**src/cu_defs.svh**
```systemverilog
`ifndef CU_DEFS_SVH
`define CU_DEFS_SVH

////////////////////////////////////////
// Opcode fields
`define CU_OPC_W      7
`define CU_OPC_HI_W   5
`define CU_OPC_LO_W   2

// Sequencer state codes
`define CU_ST_INIT    2'b00
`define CU_ST_FETCH   2'b01
`define CU_ST_EXEC    2'b10
`define CU_ST_INTR    2'b11

////////////////////////////////////////
// ALU function selects
`define CU_ALU_ADD    4'd0
`define CU_ALU_ADDC   4'd1
`define CU_ALU_SUB    4'd2
`define CU_ALU_SUBC   4'd3
`define CU_ALU_CMP    4'd4
`define CU_ALU_AND    4'd5
`define CU_ALU_OR     4'd6
`define CU_ALU_EXOR   4'd7
`define CU_ALU_TEST   4'd8
`define CU_ALU_LSL    4'd9
`define CU_ALU_LSR    4'd10
`define CU_ALU_ROL    4'd11
`define CU_ALU_ROR    4'd12
`define CU_ALU_ASR    4'd13
`define CU_ALU_MOV    4'd14

////////////////////////////////////////
// Datapath mux selects
`define CU_PC_FROM_IMM     2'd0
`define CU_PC_FROM_STACK   2'd1
`define CU_PC_FROM_VECTOR  2'd2

`define CU_RF_FROM_ALU     2'd0
`define CU_RF_FROM_SCR     2'd1

`define CU_SCR_BY_REG      2'd0
`define CU_SCR_BY_IMM      2'd1
`define CU_SCR_BY_SP       2'd2
`define CU_SCR_BY_SP_DEC   2'd3  // Address is SP-1

`endif

```
**src/cu_pkg.sv**
```systemverilog
`default_nettype none

`include "cu_defs.svh"

package cu_pkg;

  // One instruction word, two decodes
  typedef union packed {
    logic [`CU_OPC_W-1:0] opcode;           // RR and implied forms
    struct packed {
      logic [`CU_OPC_HI_W-1:0] major;       // RI forms match here
      logic [`CU_OPC_LO_W-1:0] minor;       // Immediate bits, ignored
    } ri;
  } cu_instr_u;

endpackage

`default_nettype wire

```
**src/control_unit.sv**
```systemverilog
`timescale 1ns/1ps
`default_nettype none

`include "cu_defs.svh"

module control_unit (
  input  logic                    CU_CLK,
  input  logic                    CU_RESET,
  input  logic                    cu_c,
  input  logic                    cu_z,
  input  logic                    cu_int,
  input  logic [`CU_OPC_HI_W-1:0] cu_opcode_hi_5,
  input  logic [`CU_OPC_LO_W-1:0] cu_opcode_lo_2,
  output logic                    cu_rst,
  output logic                    cu_pc_inc,
  output logic [3:0]              cu_alu_sel,
  output logic                    cu_alu_opy_sel,
  output logic                    cu_rf_wr,
  output logic [1:0]              cu_rf_wr_sel,
  output logic                    cu_flg_c_ld,
  output logic                    cu_flg_c_clr,
  output logic                    cu_flg_c_set,
  output logic                    cu_flg_z_ld,
  output logic                    cu_flg_ld_sel,
  output logic                    cu_pc_ld,
  output logic [1:0]              cu_pc_mux_sel,
  output logic                    cu_sp_incr,
  output logic                    cu_sp_decr,
  output logic                    cu_scr_we,
  output logic                    cu_scr_data_sel,
  output logic [1:0]              cu_scr_addr_sel,
  output logic                    cu_i_set,
  output logic                    cu_i_clr,
  output logic                    cu_flg_shad_ld
);

  import cu_pkg::*;

  cu_instr_u instr;
  logic      init;
  logic      fetch;
  logic      exec;
  logic      intr;

  assign instr.opcode = {cu_opcode_hi_5, cu_opcode_lo_2};

  assign cu_rst    = init;     // Datapath reset pulse
  assign cu_pc_inc = fetch;

  cu_sequencer cu_sequencer_inst (
    .CU_CLK   (CU_CLK),
    .CU_RESET (CU_RESET),
    .cu_int   (cu_int),
    .init     (init),
    .fetch    (fetch),
    .exec     (exec),
    .intr     (intr)
  );

  cu_alu_decode cu_alu_decode_inst (
    .exec        (exec),
    .instr       (instr),
    .alu_sel     (cu_alu_sel),
    .alu_opy_sel (cu_alu_opy_sel),
    .rf_wr       (cu_rf_wr),
    .rf_wr_sel   (cu_rf_wr_sel),
    .flg_c_ld    (cu_flg_c_ld),
    .flg_c_clr   (cu_flg_c_clr),
    .flg_c_set   (cu_flg_c_set),
    .flg_z_ld    (cu_flg_z_ld),
    .flg_ld_sel  (cu_flg_ld_sel)
  );

  cu_flow_decode cu_flow_decode_inst (
    .exec         (exec),
    .intr         (intr),
    .cu_c         (cu_c),
    .cu_z         (cu_z),
    .instr        (instr),
    .pc_ld        (cu_pc_ld),
    .pc_mux_sel   (cu_pc_mux_sel),
    .sp_incr      (cu_sp_incr),
    .sp_decr      (cu_sp_decr),
    .scr_we       (cu_scr_we),
    .scr_data_sel (cu_scr_data_sel),
    .scr_addr_sel (cu_scr_addr_sel),
    .i_set        (cu_i_set),
    .i_clr        (cu_i_clr),
    .flg_shad_ld  (cu_flg_shad_ld)
  );

endmodule

`default_nettype wire

```
**src/cu_alu_decode.sv**
```systemverilog
`timescale 1ns/1ps
`default_nettype none

`include "cu_defs.svh"

module cu_alu_decode (
  input  logic             exec,
  input  cu_pkg::cu_instr_u instr,
  output logic [3:0]       alu_sel,
  output logic             alu_opy_sel,
  output logic             rf_wr,
  output logic [1:0]       rf_wr_sel,
  output logic             flg_c_ld,
  output logic             flg_c_clr,
  output logic             flg_c_set,
  output logic             flg_z_ld,
  output logic             flg_ld_sel
);

  import cu_pkg::*;

  logic       alu_hit;
  logic [3:0] alu_op;

  ////////////////////////////////////////
  // Opcode to ALU function
  always_comb begin
    alu_hit = 1'b1;
    alu_op  = `CU_ALU_ADD;
    if (instr.ri.major[4]) begin              // RI forms
      case (instr.ri.major)
        5'b10000: alu_op = `CU_ALU_AND;
        5'b10001: alu_op = `CU_ALU_OR;
        5'b10010: alu_op = `CU_ALU_EXOR;
        5'b10011: alu_op = `CU_ALU_TEST;
        5'b10100: alu_op = `CU_ALU_ADD;
        5'b10101: alu_op = `CU_ALU_ADDC;
        5'b10110: alu_op = `CU_ALU_SUB;
        5'b10111: alu_op = `CU_ALU_SUBC;
        5'b11000: alu_op = `CU_ALU_CMP;
        5'b11011: alu_op = `CU_ALU_MOV;
        default:  alu_hit = 1'b0;
      endcase
    end else begin
      case (instr.opcode)
        7'b0000000: alu_op = `CU_ALU_AND;
        7'b0000001: alu_op = `CU_ALU_OR;
        7'b0000010: alu_op = `CU_ALU_EXOR;
        7'b0000011: alu_op = `CU_ALU_TEST;
        7'b0000100: alu_op = `CU_ALU_ADD;
        7'b0000101: alu_op = `CU_ALU_ADDC;
        7'b0000110: alu_op = `CU_ALU_SUB;
        7'b0000111: alu_op = `CU_ALU_SUBC;
        7'b0001000: alu_op = `CU_ALU_CMP;
        7'b0001001: alu_op = `CU_ALU_MOV;
        7'b0100000: alu_op = `CU_ALU_LSL;
        7'b0100001: alu_op = `CU_ALU_LSR;
        7'b0100010: alu_op = `CU_ALU_ROL;
        7'b0100011: alu_op = `CU_ALU_ROR;
        7'b0100100: alu_op = `CU_ALU_ASR;
        default:    alu_hit = 1'b0;
      endcase
    end
  end

  ////////////////////////////////////////
  // Write and flag strobes
  always_comb begin
    alu_sel     = `CU_ALU_ADD;
    alu_opy_sel = 1'b0;
    rf_wr       = 1'b0;
    rf_wr_sel   = `CU_RF_FROM_ALU;
    flg_c_ld    = 1'b0;
    flg_c_clr   = 1'b0;
    flg_c_set   = 1'b0;
    flg_z_ld    = 1'b0;
    flg_ld_sel  = 1'b0;

    if (exec) begin
      if (alu_hit) begin
        alu_sel     = alu_op;
        alu_opy_sel = instr.ri.major[4];
        case (alu_op)
          `CU_ALU_CMP: begin                  // Flags only
            flg_c_ld = 1'b1;
            flg_z_ld = 1'b1;
          end
          `CU_ALU_TEST: begin
            flg_c_clr = 1'b1;
            flg_z_ld  = 1'b1;
          end
          `CU_ALU_AND, `CU_ALU_OR, `CU_ALU_EXOR: begin
            rf_wr     = 1'b1;
            flg_c_clr = 1'b1;
            flg_z_ld  = 1'b1;
          end
          `CU_ALU_MOV: rf_wr = 1'b1;
          default: begin                      // Arithmetic and shifts
            rf_wr    = 1'b1;
            flg_c_ld = 1'b1;
            flg_z_ld = 1'b1;
          end
        endcase
      end

      if (instr.ri.major == 5'b11100 ||       // LD RI
          instr.opcode == 7'b0001010 ||       // LD RR
          instr.opcode == 7'b0100110) begin   // POP
        rf_wr     = 1'b1;
        rf_wr_sel = `CU_RF_FROM_SCR;
      end

      case (instr.opcode)
        7'b0110110, 7'b0110111: begin         // RETID, RETIE restore flags
          flg_ld_sel = 1'b1;
          flg_c_ld   = 1'b1;
          flg_z_ld   = 1'b1;
        end
        7'b0110000: flg_c_clr = 1'b1;         // CLC
        7'b0110001: flg_c_set = 1'b1;         // SEC
        default: ;
      endcase
    end
  end

endmodule

`default_nettype wire

```
**src/cu_flow_decode.sv**
```systemverilog
`timescale 1ns/1ps
`default_nettype none

`include "cu_defs.svh"

module cu_flow_decode (
  input  logic             exec,
  input  logic             intr,
  input  logic             cu_c,
  input  logic             cu_z,
  input  cu_pkg::cu_instr_u instr,
  output logic             pc_ld,
  output logic [1:0]       pc_mux_sel,
  output logic             sp_incr,
  output logic             sp_decr,
  output logic             scr_we,
  output logic             scr_data_sel,
  output logic [1:0]       scr_addr_sel,
  output logic             i_set,
  output logic             i_clr,
  output logic             flg_shad_ld
);

  import cu_pkg::*;

  always_comb begin
    pc_ld        = 1'b0;
    pc_mux_sel   = `CU_PC_FROM_IMM;
    sp_incr      = 1'b0;
    sp_decr      = 1'b0;
    scr_we       = 1'b0;
    scr_data_sel = 1'b0;
    scr_addr_sel = `CU_SCR_BY_REG;
    i_set        = 1'b0;
    i_clr        = 1'b0;
    flg_shad_ld  = 1'b0;

    ////////////////////////////////////////
    // Interrupt entry
    if (intr) begin
      flg_shad_ld  = 1'b1;
      pc_ld        = 1'b1;
      pc_mux_sel   = `CU_PC_FROM_VECTOR;
      sp_decr      = 1'b1;
      scr_we       = 1'b1;
      scr_data_sel = 1'b1;                    // Push return PC
      scr_addr_sel = `CU_SCR_BY_SP_DEC;
      i_clr        = 1'b1;

    ////////////////////////////////////////
    // Execute
    end else if (exec) begin
      if (instr.ri.major[4]) begin
        case (instr.ri.major)
          5'b11100: scr_addr_sel = `CU_SCR_BY_IMM;   // LD RI
          5'b11101: begin                            // ST RI
            scr_we       = 1'b1;
            scr_addr_sel = `CU_SCR_BY_IMM;
          end
          default: ;
        endcase
      end else begin
        case (instr.opcode)
          7'b0010000: pc_ld = 1'b1;           // BRN
          7'b0010010: pc_ld = cu_z;           // BREQ
          7'b0010011: pc_ld = ~cu_z;          // BRNE
          7'b0010100: pc_ld = cu_c;           // BRCS
          7'b0010101: pc_ld = ~cu_c;          // BRCC
          7'b0010001: begin                   // CALL
            pc_ld        = 1'b1;
            sp_decr      = 1'b1;
            scr_we       = 1'b1;
            scr_data_sel = 1'b1;
            scr_addr_sel = `CU_SCR_BY_SP_DEC;
          end
          7'b0100101: begin                   // PUSH
            sp_decr      = 1'b1;
            scr_we       = 1'b1;
            scr_addr_sel = `CU_SCR_BY_SP_DEC;
          end
          7'b0100110: begin                   // POP
            sp_incr      = 1'b1;
            scr_addr_sel = `CU_SCR_BY_SP;
          end
          7'b0110010, 7'b0110110, 7'b0110111: begin  // RET, RETID, RETIE
            pc_ld        = 1'b1;
            pc_mux_sel   = `CU_PC_FROM_STACK;
            sp_incr      = 1'b1;
            scr_addr_sel = `CU_SCR_BY_SP;
            i_clr        = (instr.opcode == 7'b0110110);
            i_set        = (instr.opcode == 7'b0110111);
          end
          7'b0110101: i_clr  = 1'b1;          // CLI
          7'b0110100: i_set  = 1'b1;          // SEI
          7'b0001011: scr_we = 1'b1;          // ST RR, address from register
          default: ;                          // LD RR uses the default address
        endcase
      end
    end
  end

endmodule

`default_nettype wire

```
**src/cu_sequencer.sv**
```systemverilog
`timescale 1ns/1ps
`default_nettype none

`include "cu_defs.svh"

module cu_sequencer (
  input  logic CU_CLK,
  input  logic CU_RESET,
  input  logic cu_int,
  output logic init,
  output logic fetch,
  output logic exec,
  output logic intr
);

  logic [1:0] state;
  logic [1:0] state_nxt;

  always_ff @(posedge CU_CLK) begin
    if (CU_RESET) begin
      state <= `CU_ST_INIT;
    end else begin
      state <= state_nxt;
    end
  end

  always_comb begin
    case (state)
      `CU_ST_INIT:  state_nxt = `CU_ST_FETCH;
      `CU_ST_FETCH: state_nxt = `CU_ST_EXEC;
      `CU_ST_EXEC:  state_nxt = cu_int ? `CU_ST_INTR : `CU_ST_FETCH;  // Take interrupt
      `CU_ST_INTR:  state_nxt = `CU_ST_FETCH;
      default:      state_nxt = `CU_ST_INIT;   // Recover
    endcase
  end

  // One-hot phase flags
  assign init  = (state == `CU_ST_INIT);
  assign fetch = (state == `CU_ST_FETCH);
  assign exec  = (state == `CU_ST_EXEC);
  assign intr  = (state == `CU_ST_INTR);

endmodule

`default_nettype wire

```
**config.mk**
```make
export PLATFORM = sky130hd
export DESIGN_NAME = control_unit
export DESIGN_NICKNAME = d
export VERILOG_FILES = /design/src/cu_pkg.sv /design/src/control_unit.sv /design/src/cu_alu_decode.sv /design/src/cu_flow_decode.sv /design/src/cu_sequencer.sv
export VERILOG_INCLUDE_DIRS = /design/src /design/src/src
export SDC_FILE = /design/constraint.sdc
export NUM_CORES = 1
export LEC_CHECK = 0
export ABC_AREA = 1
export BUFFER_PORTS_ARGS = -buffer_cell sky130_fd_sc_hd__buf_2
export CORE_UTILIZATION = 40
export CTS_CLUSTER_DIAMETER = 60
export CTS_CLUSTER_SIZE = 8
export DETAILED_ROUTE_END_ITERATION = 7
export PLACE_DENSITY = 0.71
export SYNTH_ARGS = -nofsm -noshare
export SYNTH_HDL_FRONTEND = slang
export SYNTH_SLANG_ARGS = --single-unit
export TNS_END_PERCENT = 30
```
**constraint.sdc**
```tcl
create_clock -name CU_CLK -period 1.2 [get_ports CU_CLK]
set_input_delay 0 -clock CU_CLK [delete_from_list [all_inputs] [get_ports CU_CLK]]
set_output_delay 0 -clock CU_CLK [all_outputs]
set_load 0.01 [all_outputs]
```
## After elaboration in Yosys (flattened, before gate mapping)

Cells that the tools add are included.

| cells by class | value |
|---|---|
| eq/ne operators | 52 |
| muxes and demuxes | 73 |
| bitwise gates (word level) | 2 |
| reductions and logical operators | 17 |

Operators by type and width:

| operator | count |
|---|---|
| == test 7 x 6 -> 1 bit, second input constant | 14 |
| == test 5 bit, second input constant | 12 |
| one-hot mux 4 bit (14 select lines) | 1 |
| 2-to-1 mux 1 bit | 55 |
| == test 7 x 5 -> 1 bit, second input constant | 6 |
| one-hot mux 4 bit (9 select lines) | 1 |
| == test 7 x 3 -> 1 bit, second input constant | 4 |
| == test 7 x 4 -> 1 bit, second input constant | 4 |
| == test 4 x 3 -> 1 bit, second input constant | 4 |
| 2-to-1 mux 2 bit | 8 |
| OR reduction 15 bit | 1 |
| == test 7 x 2 -> 1 bit, second input constant | 2 |
| 2-to-1 mux 4 bit | 3 |
| OR reduction 10 bit | 1 |
| OR reduction 2 bit | 5 |
| OR reduction 5 bit | 2 |
| == test 4 bit, second input constant | 2 |
| OR reduction 4 bit | 2 |
| == test 7 x 1 -> 1 bit, second input constant | 1 |
| zero test 7 bit | 1 |
| one-hot mux 2 bit (3 select lines) | 1 |
| OR reduction 3 bit | 2 |
| one-hot mux 1 bit (5 select lines) | 1 |
| == test 2 bit, second input constant | 2 |
| 6 further kinds | 9 |

| storage, ports and cells | value |
|---|---|
| register bits | 2 |
| input port bits | 12 |
| output and inout port bits | 27 |
| logic and storage cells | 145 |

## Longest topological paths before layout

Gate-level depths: netlist of run 1.

| depth | value |
|---|---|
| depth in word-level cells | 9 |
| depth in mapped cells | 14 |
| depth with buffers taken out | 13 |

## Cells and area by module

Synthesis of run 1 repeated with hierarchy kept, for this count alone.

| second synthesis, totals | value |
|---|---|
| cells, all modules | 258 |
| area, all modules | 1186.1 sq um |

By module, submodules not included:

| module | times used | cells an instance | area each (sq um) | sequential area each (sq um) |
|---|---|---|---|---|
| cu_alu_decode | 1 | 173 | 735.7 | 0.0 |
| cu_flow_decode | 1 | 69 | 311.5 | 0.0 |
| cu_sequencer | 1 | 16 | 138.9 | 40.0 |

## Worst setup path before layout of run 1

OpenSTA, ideal clock, no wires.

| path | value |
|---|---|
| kind | reg2out |
| start point | register cu_sequencer_inst.state[1] |
| end point | output port cu_flg_c_ld |
| data arrival time | 1515 ps |
| data required time | 1200 ps |
| path slack | -315 ps |
| stages on the path, launching flop included | 9 |
| path buffers | 0 |
| path through | dfxtp_1 -> inv_1 -> nor2_2 -> inv_2 -> nor2_1 -> inv_1 -> nor3_1 -> a21oi_1 -> nor2_1 |

| on the way | value |
|---|---|
| cells in the longest elaborated chain, start to end | 2 |

Ends and longest elaborated chain:

| item | line | source |
|---|---|---|
| start, declared | cu_sequencer.sv:16 | `logic [1:0] state;` |
| start signal, assigned | cu_sequencer.sv:21 | `` state <= `CU_ST_INIT; `` |
| start signal, assigned | cu_sequencer.sv:23 | `state <= state_nxt;` |
| == test 2 bit (no source line) | - |  |
| 2-to-1 mux 1 bit | cu_alu_decode.sv:79 | `if (exec) begin` |
| end, declared | control_unit.sv:20 | `output logic cu_flg_c_ld,` |

No other way between the ends.

## Worst setup path after layout of run 1

| path | value |
|---|---|
| start point | input port cu_opcode_hi_5[0] |
| end point | output port cu_flg_c_clr |

| on the way | value |
|---|---|
| cells in the longest elaborated chain, start to end | 9 |
| elaborated cells on any way between the ends | 43 |
| those cells by class | 29 x eq/ne; 10 x mux; 4 x reduce/logical |

Ends and longest elaborated chain:

| item | line | source |
|---|---|---|
| start, declared | control_unit.sv:12 | `` input logic [`CU_OPC_HI_W-1:0] cu_opcode_hi_5, `` |
| == test 7 x 6 -> 1 bit (tied with other cells) | cu_alu_decode.sv:45 | `case (instr.opcode)` |
| one-hot mux 4 bit (14 select lines) / one-hot mux 4 bit (9 select lines) (equally long branches) | cu_alu_decode.sv:45, cu_alu_decode.sv:31 |  |
| 2-to-1 mux 4 bit | cu_alu_decode.sv:30 | `if (instr.ri.major[4]) begin` |
| == test 4 bit / == test 4 x 3 -> 1 bit (equally long branches) | cu_alu_decode.sv:83 | `case (alu_op)` |
| OR reduction 4 bit (no source line) | - |  |
| 2-to-1 mux 1 bit | cu_alu_decode.sv:83 |  |
| 2-to-1 mux 1 bit | cu_alu_decode.sv:80 | `if (alu_hit) begin` |
| 2-to-1 mux 1 bit * | cu_alu_decode.sv:113 | `case (instr.opcode)` |
| 2-to-1 mux 1 bit * | cu_alu_decode.sv:79 |  |
| end, declared | control_unit.sv:21 | `output logic cu_flg_c_clr,` |

Every way passes the cells marked *; elsewhere a longest branch is shown, timed or not.

==> out/metrics.yaml, run 1 <==
status: "complete, but fails checks"
violations: "negative setup slack"
power_uw: 867
rr_endpoint: "cu_sequencer_inst.state[1]"
power_frac_seq_pct: 9.1
via_per_inst: 6.21
drive_gt1_share_pct: 61.1
wl_met3_um: 846
synth.distinct_cells: 28
port_buffers: 37
comb_power_share_pct: 74.5
power.density_nw_per_um2: 418
power.share.clock_pct: 16.4
startpoint_type: "primary input"
wl_per_cell_um: 19.6
min-delay-start: "cu_int"
switching_share_pct: 48.5
ant_nets: 0
grt_util_all_layers_pct: 35.3
critical_path.top_delay_family: "simple AND/OR/NAND/NOR gates"
cpPeakStageDelay_ns: 0.17
wl_um: 6540
synth_seq_cells: 2
dp_slack_ns: -0.231
finClkSkew_ns: 0.000561
crit_buf_inv: 4
grt-ovfl-total: 0
start_util_pct: 42.7
grt_pass1_vias: 1682
wl_met2_um: 2940
maxCapViolations: 0
largest_reg_flops: 2
r2r-start: "cu_sequencer_inst.state[1]"
die-area_sq_um: 2560
ios: 39
fin_nets: 320
cp_slowest_cell: "nor2_2"
hold-path-endpoint: "cu_sequencer_inst.state[1]"
crit_chain: "buf_6 -> inv_2 -> nand2_4 -> nor2_1 -> nand2_2 -> nand2_2 -> nor2_2 -> nand3_2 -> inv_1 -> nand2_1 -> nand2_1 -> nand2_2 -> nand2_1 -> nand2_1 -> buf_2"
wl_met1_um: 2110
finalMaxSlewViolations: 0
vias: 2075
hold_ws_ns: 0.131
h-tree-depth: 1
hold_violations: 0
route.detailed.drc: 0
cp-end-kind: "output pin"
antenna_cells: 0
internal-power_uw: 447
ir_drop_mv: 0.613
drt_iter0_drc: 201
regMostFlops: "cu_sequencer_inst.state"
arrival_ns: 1.61
syn_area_per_cell_sq_um: 4.52
clockBufferDepth: 2
dp.cells: 320
numCtsBuffers: 3
place_congestion: 0.948
fin_ws_ns: -0.412
final_util_pct: 93.8
cts-root-buf: "clkbuf_4"
finalNonFillerCells: 334
clk_latency_ns: 0.22
reg2regPathDepth: 6
fmax_mhz: 620
syn-num-nets: 221
p_switching_uw: 420
final_cell_mix: "56 x buf_4, 44 x nand2_1, 34 x nor2_1"
dp_hpwl_um: 2890
highest_layer: "met4"
drt_pass1_iterations: 5
fin_crit_sh_pct: 134
syn_inst: 209
clk_pin_slew_worst_paths_ns: 0.03
num-fill-cells: 80
layout-area-overhead-vs-synth_pct: 120
antenna_found_initial: 0
die_w_um: 50.6
cts_tree: "built"
grt_max_degree: 9
rows: 17
core-area_sq_um: 2210
rsz0062_at_grt: "yes"
min_period_ns: 1.61
setup_violations: 21
cp_common_cell: "nand2_1"
reg_top3: "cu_sequencer_inst.state (2)"
grt_pass1_wl_um: 6890
holdPathStages: 3
chipHeight_um: 50.6
leakage_nw: 1.17
hp-class: "in -> reg"
crit_type: "in -> out"
synth_area_sq_um: 945
worstPathMaxFanout: 6
worstPathRequired_ns: 1.20
rrSetupSlack_ns: 0.10
final_common_cell: "buf_4"
clock_sinks: 2
yosys_warnings: 0
yosysSeqAreaShare_pct: 4.24
## cells by family after synthesis
group	Yosys count	synth area share, %
AOI/OAI and AO/OA	22	14.3
buffers and inverters	32	14.3
DFF	2	4.24
other	1	0.397
and+or+nand+nor	152	66.8
## synth_stat cells
library cell	number	area share (%)
o21bai_1	1	0.79
o21a_1	1	0.79
o221ai_1	1	0.93
or2_2	1	0.66
nor2_1	51	20
inv_1	22	8.7
nor3_1	3	1.6
buf_4	4	3.2
dfxtp_1	2	4.2
a31oi_1	1	0.66
a21oi_2	1	0.93
nor2_2	4	2.6
nand3_1	12	6.4
o22ai_1	1	0.66
nand3_2	1	1.1
o21ai_0	5	2.6
nand4_1	1	0.66
nor2_4	1	1.2
nand2_2	3	2.0
o311ai_0	2	1.9
nand2_1	73	29
o21ai_1	1	0.53
a21oi_1	7	3.7
conb_1	1	0.40
inv_2	6	2.4
o211ai_1	1	0.79
nor4_1	1	0.66
or2_1	1	0.66
## through the flow
step,instance area [sq um],setup TNS [ns]
after floorplan,978,-0.0176
after global placement,1540,-1.10
after detailed placement,1540,-1.52
after CTS,1780,-1.49
after global routing,2080,-4.38
final,2080,-3.51
## timing repair
item | in CTS | in global routing
hold buffers | 1 | 0
setup endpoints to repair | 18 | 22
setup buffers | 4 | 6
pin swaps | 25 | 27
gates resized for setup | 54 | 71
hold endpoints to repair | 2 | 0
## power groups by stage
stage	combinational, mW	clock, mW	sequential (mW)
final	0.646	0.142	0.0788
after global routing	0.666	0.149	0.0800
after CTS	0.488	0.149	0.0786
after detailed placement	0.414	0	0.0787
after global placement	0.410	0	0.0783
after floorplan	0.213	0	0.0806
## per-layer routing
layer | up-vias | global-route usage, %
met5 | - | 0
met1 | 881 | 37.8
met3 | 98 | 7.27
met4 | 0 | 19.0
li1 | 854 | -
met2 | 242 | 63.8
## how the worst max path moves through the flow
stage                               startpoint            to  slack (ns)  cells after the start
detailed placement           cu_opcode_hi_5[0]   cu_flg_c_ld       -0.23                     12
CTS                 cu_sequencer_inst.state[1]   cu_flg_c_ld       -0.16                      9
floorplan           cu_sequencer_inst.state[1]   cu_flg_c_ld       -0.02                      8
global placement             cu_opcode_hi_5[0]  cu_flg_c_clr       -0.21                     13
global route                 cu_opcode_hi_5[0]  cu_flg_c_clr       -0.43                     15
finish                       cu_opcode_hi_5[0]  cu_flg_c_clr       -0.41                     15
## tightest hold or removal path, delay by kind of cell
kind	cells	cell delay, ns
buffers and inverters	1	0.11
and+or+nand+nor	1	0.10
AOI/OAI and AO/OA	1	0.09
## layout make-up
class | instances | area, sq um | share of cell area (%)
flip-flops and latches | 2 | 42.5 | 2.05
well taps | 28 | 35.0 | 1.69
clock buffers | 3 | 22.5 | 1.08
repair buffers | 98 | 738 | 35.6
inverters | 28 | 131 | 6.33
multi-input cells | 175 | 1110 | 53.3
(Power assumes the default switching activity.)
==> inputs of run 2 (changes only) <==
Settings changed: PLACE_DENSITY 0.71 to 0.68, REMOVE_ABC_BUFFERS set to 1.
Clock period 1.2 ns to 2 ns, I/O delays scaled along.
==> out/metrics.yaml, run 2 (same netlist as run 1, synthesis figures left out) <==
drt_pass1_iterations: 4  # was 5
setup_tns_ns: 0  # was -3.51 ns
use_met3_pct: 1.52  # was 7.27%
power.density_nw_per_um2: 270  # was 418 nW/um^2
met2_usage_pct: 41.3  # was 63.8%
switching_share_pct: 46.6  # was 48.5%
hold_violations: 0  # unchanged
ctsResizeCount: 0  # was 54
startpoint_type: "register"  # was primary input
power_frac_seq_pct: 15.0  # was 9.1%
maxCapViolations: 0  # unchanged
ios: 39  # unchanged
finalInstanceArea_sq_um: 1170  # was 2080 sq um
rsz0062_at_grt: "no"  # was yes
top_usage_layer: "met2"  # unchanged
die_w_um: 50.6  # unchanged
rows: 17  # unchanged
largest_reg_flops: 2  # unchanged
place_area_sq_um: 1140  # was 1540 sq um
drt_iter0_drc: 71  # was 201
internal-power_uw: 169  # was 447 uW
core-area_sq_um: 2210  # unchanged
ant_nets: 0  # unchanged
fin_nets: 261  # was 320
worstPathMaxFanout: 10  # was 6
place_congestion: 0.894  # was 0.948
hold_ws_ns: 0.0288  # was 0.131 ns
clk_latency_ns: 0.22  # about the same
route.detailed.drc: 0  # unchanged
final_common_cell: "nand2_1"  # was buf_4
fin_ws_ns: 0.232  # was -0.412 ns
chipHeight_um: 50.6  # unchanged
grt_util_all_layers_pct: 24.5  # was 35.3%
p_switching_uw: 148  # was 420 uW
ir_drop_mv: 0.397  # was 0.613 mV
wl_um: 2930  # was 6540 um
grt_max_degree: 12  # was 9
cts-root-buf: "clkbuf_4"  # unchanged
clock_sinks: 2  # unchanged
min_period_ns: 1.77
layout-area-overhead-vs-synth_pct: 24.4  # was 120%
grt_pass1_vias: 1232  # was 1682
finClkSkew_ns: 0.00252  # was 0.000561 ns
crit_type: "reg -> out"  # was in -> out
power.share.clock_pct: 28.0  # was 16.4%
hp-class: "in -> reg"  # unchanged
clockBufferDepth: 2  # unchanged
status: "complete, no violations"  # was complete, but fails checks
fmax_mhz: 566
setup_violations: 0  # was 21
cp-end-kind: "output pin"  # unchanged
port_buffers: 37  # unchanged
grt_pass1_wl_um: 4970  # was 6890 um
antenna_cells: 0  # unchanged
dp_slack_ns: 0.490  # was -0.231 ns
dp_hpwl_um: 2360  # was 2890 um
antenna_found_initial: 0  # unchanged
drive_gt1_share_pct: 23.5  # was 61.1%
clk_pin_slew_worst_paths_ns: 0.03  # about the same
finalMaxSlewViolations: 0  # unchanged
numCtsBuffers: 3  # unchanged
worstPathRequired_ns: 2.00  # was 1.20 ns
start_util_pct: 42.7  # unchanged
cts_tree: "built"  # unchanged
vias: 1416  # was 2075
leakage_nw: 0.776  # was 1.17 nW
wl_per_cell_um: 10.6  # was 19.6 um
via_per_inst: 5.15  # was 6.21
grtUsageMet1_pct: 33.0  # was 37.8%
fin_crit_sh_pct: 88.4
final_cell_mix: "73 x nand2_1, 51 x nor2_1, 37 x buf_2"  # was 56 x buf_4, 44 x nand2_1, 34 x nor2_1
comb_power_share_pct: 57.0  # was 74.5%
die-area_sq_um: 2560  # unchanged
h-tree-depth: 1  # unchanged
grt-ovfl-total: 0  # unchanged
arrival_ns: 1.77  # was 1.61 ns
regMostFlops: "cu_sequencer_inst.state"  # unchanged
reg_top3: "cu_sequencer_inst.state (2)"  # unchanged
[run 2: cell types whose count changed in the layout (fill, tap and decap cells not counted), sizes merged]
| cell | change |
|---|---|
| inv | +2 |
| buf | -59 |
| clkinv | -1 |
| clkinvlp | -1 |
[run 2: power by group through the flow]
stage / combinational (mW) / clock [mW] / sequential [mW]
after global placement: 0.177 / 0 / 0.0483
after detailed placement: 0.176 / 0 / 0.0483
after floorplan: 0.113 / 0 / 0.0471
after CTS: 0.178 / 0.0934 / 0.0478
final: 0.181 / 0.0890 / 0.0477
after global routing: 0.203 / 0.0988 / 0.0484
[run 2: worst max-delay path, cell delays in order (launching register included)]
cell and delay [ns]:
dfxtp_1 0.36, inv_1 0.08, nor2_2 0.11, inv_2 0.12, nor2_1 0.19, inv_1 0.10, nor3_1 0.27, a21oi_1 0.10
nor2_1 0.09, buf_2 0.13
[run 2: per-stage QoR]
stage | instances | total power, mW | util, %
3_3_place_gp | 271 | 0.225 | 51.6
3_5_place_dp | 271 | 0.224 | 51.6
2_1_floorplan | 205 | 0.160 | -
5_1_grt | 275 | 0.350 | 53.1
6_report | 275 | 0.318 | 53.1
4_1_cts | 275 | 0.320 | 53.1
[run 2: repair_timing]
item	in CTS	in global routing
setup endpoints to repair	0	0
hold endpoints to repair	2	0
buffers inserted	0	0
hold buffers	1	0
[run 2: cell type report]
cell class	count	area (sq um)
multi-input combinational	175	769
fill	244	1040
clock buffer	3	22.5
timing repair buffer	39	203
tap	28	35.0
inverter	28	105
sequential	2	40.0
[run 2: per-layer routing]
metal	routed length [um]	part of all wire [%]
met3	324	11
met4	29	0.99
met2	1330	45
met5	0	0
met1	1250	43
[run 2: worst paths after layout]
| path | start | depth (start not counted) | slack [ns] | to |
|---|---|---|---|---|
| hold reg to reg | cu_sequencer_inst.state[0] | 2 | 0.56 | cu_sequencer_inst.state[1] |
| hold / removal | cu_int | 3 | 0.03 | cu_sequencer_inst.state[1] |
| setup / recovery | cu_sequencer_inst.state[1] | 9 | 0.23 | cu_flg_c_ld |
| setup reg to reg | cu_sequencer_inst.state[1] | 5 | 1.06 | cu_sequencer_inst.state[1] |
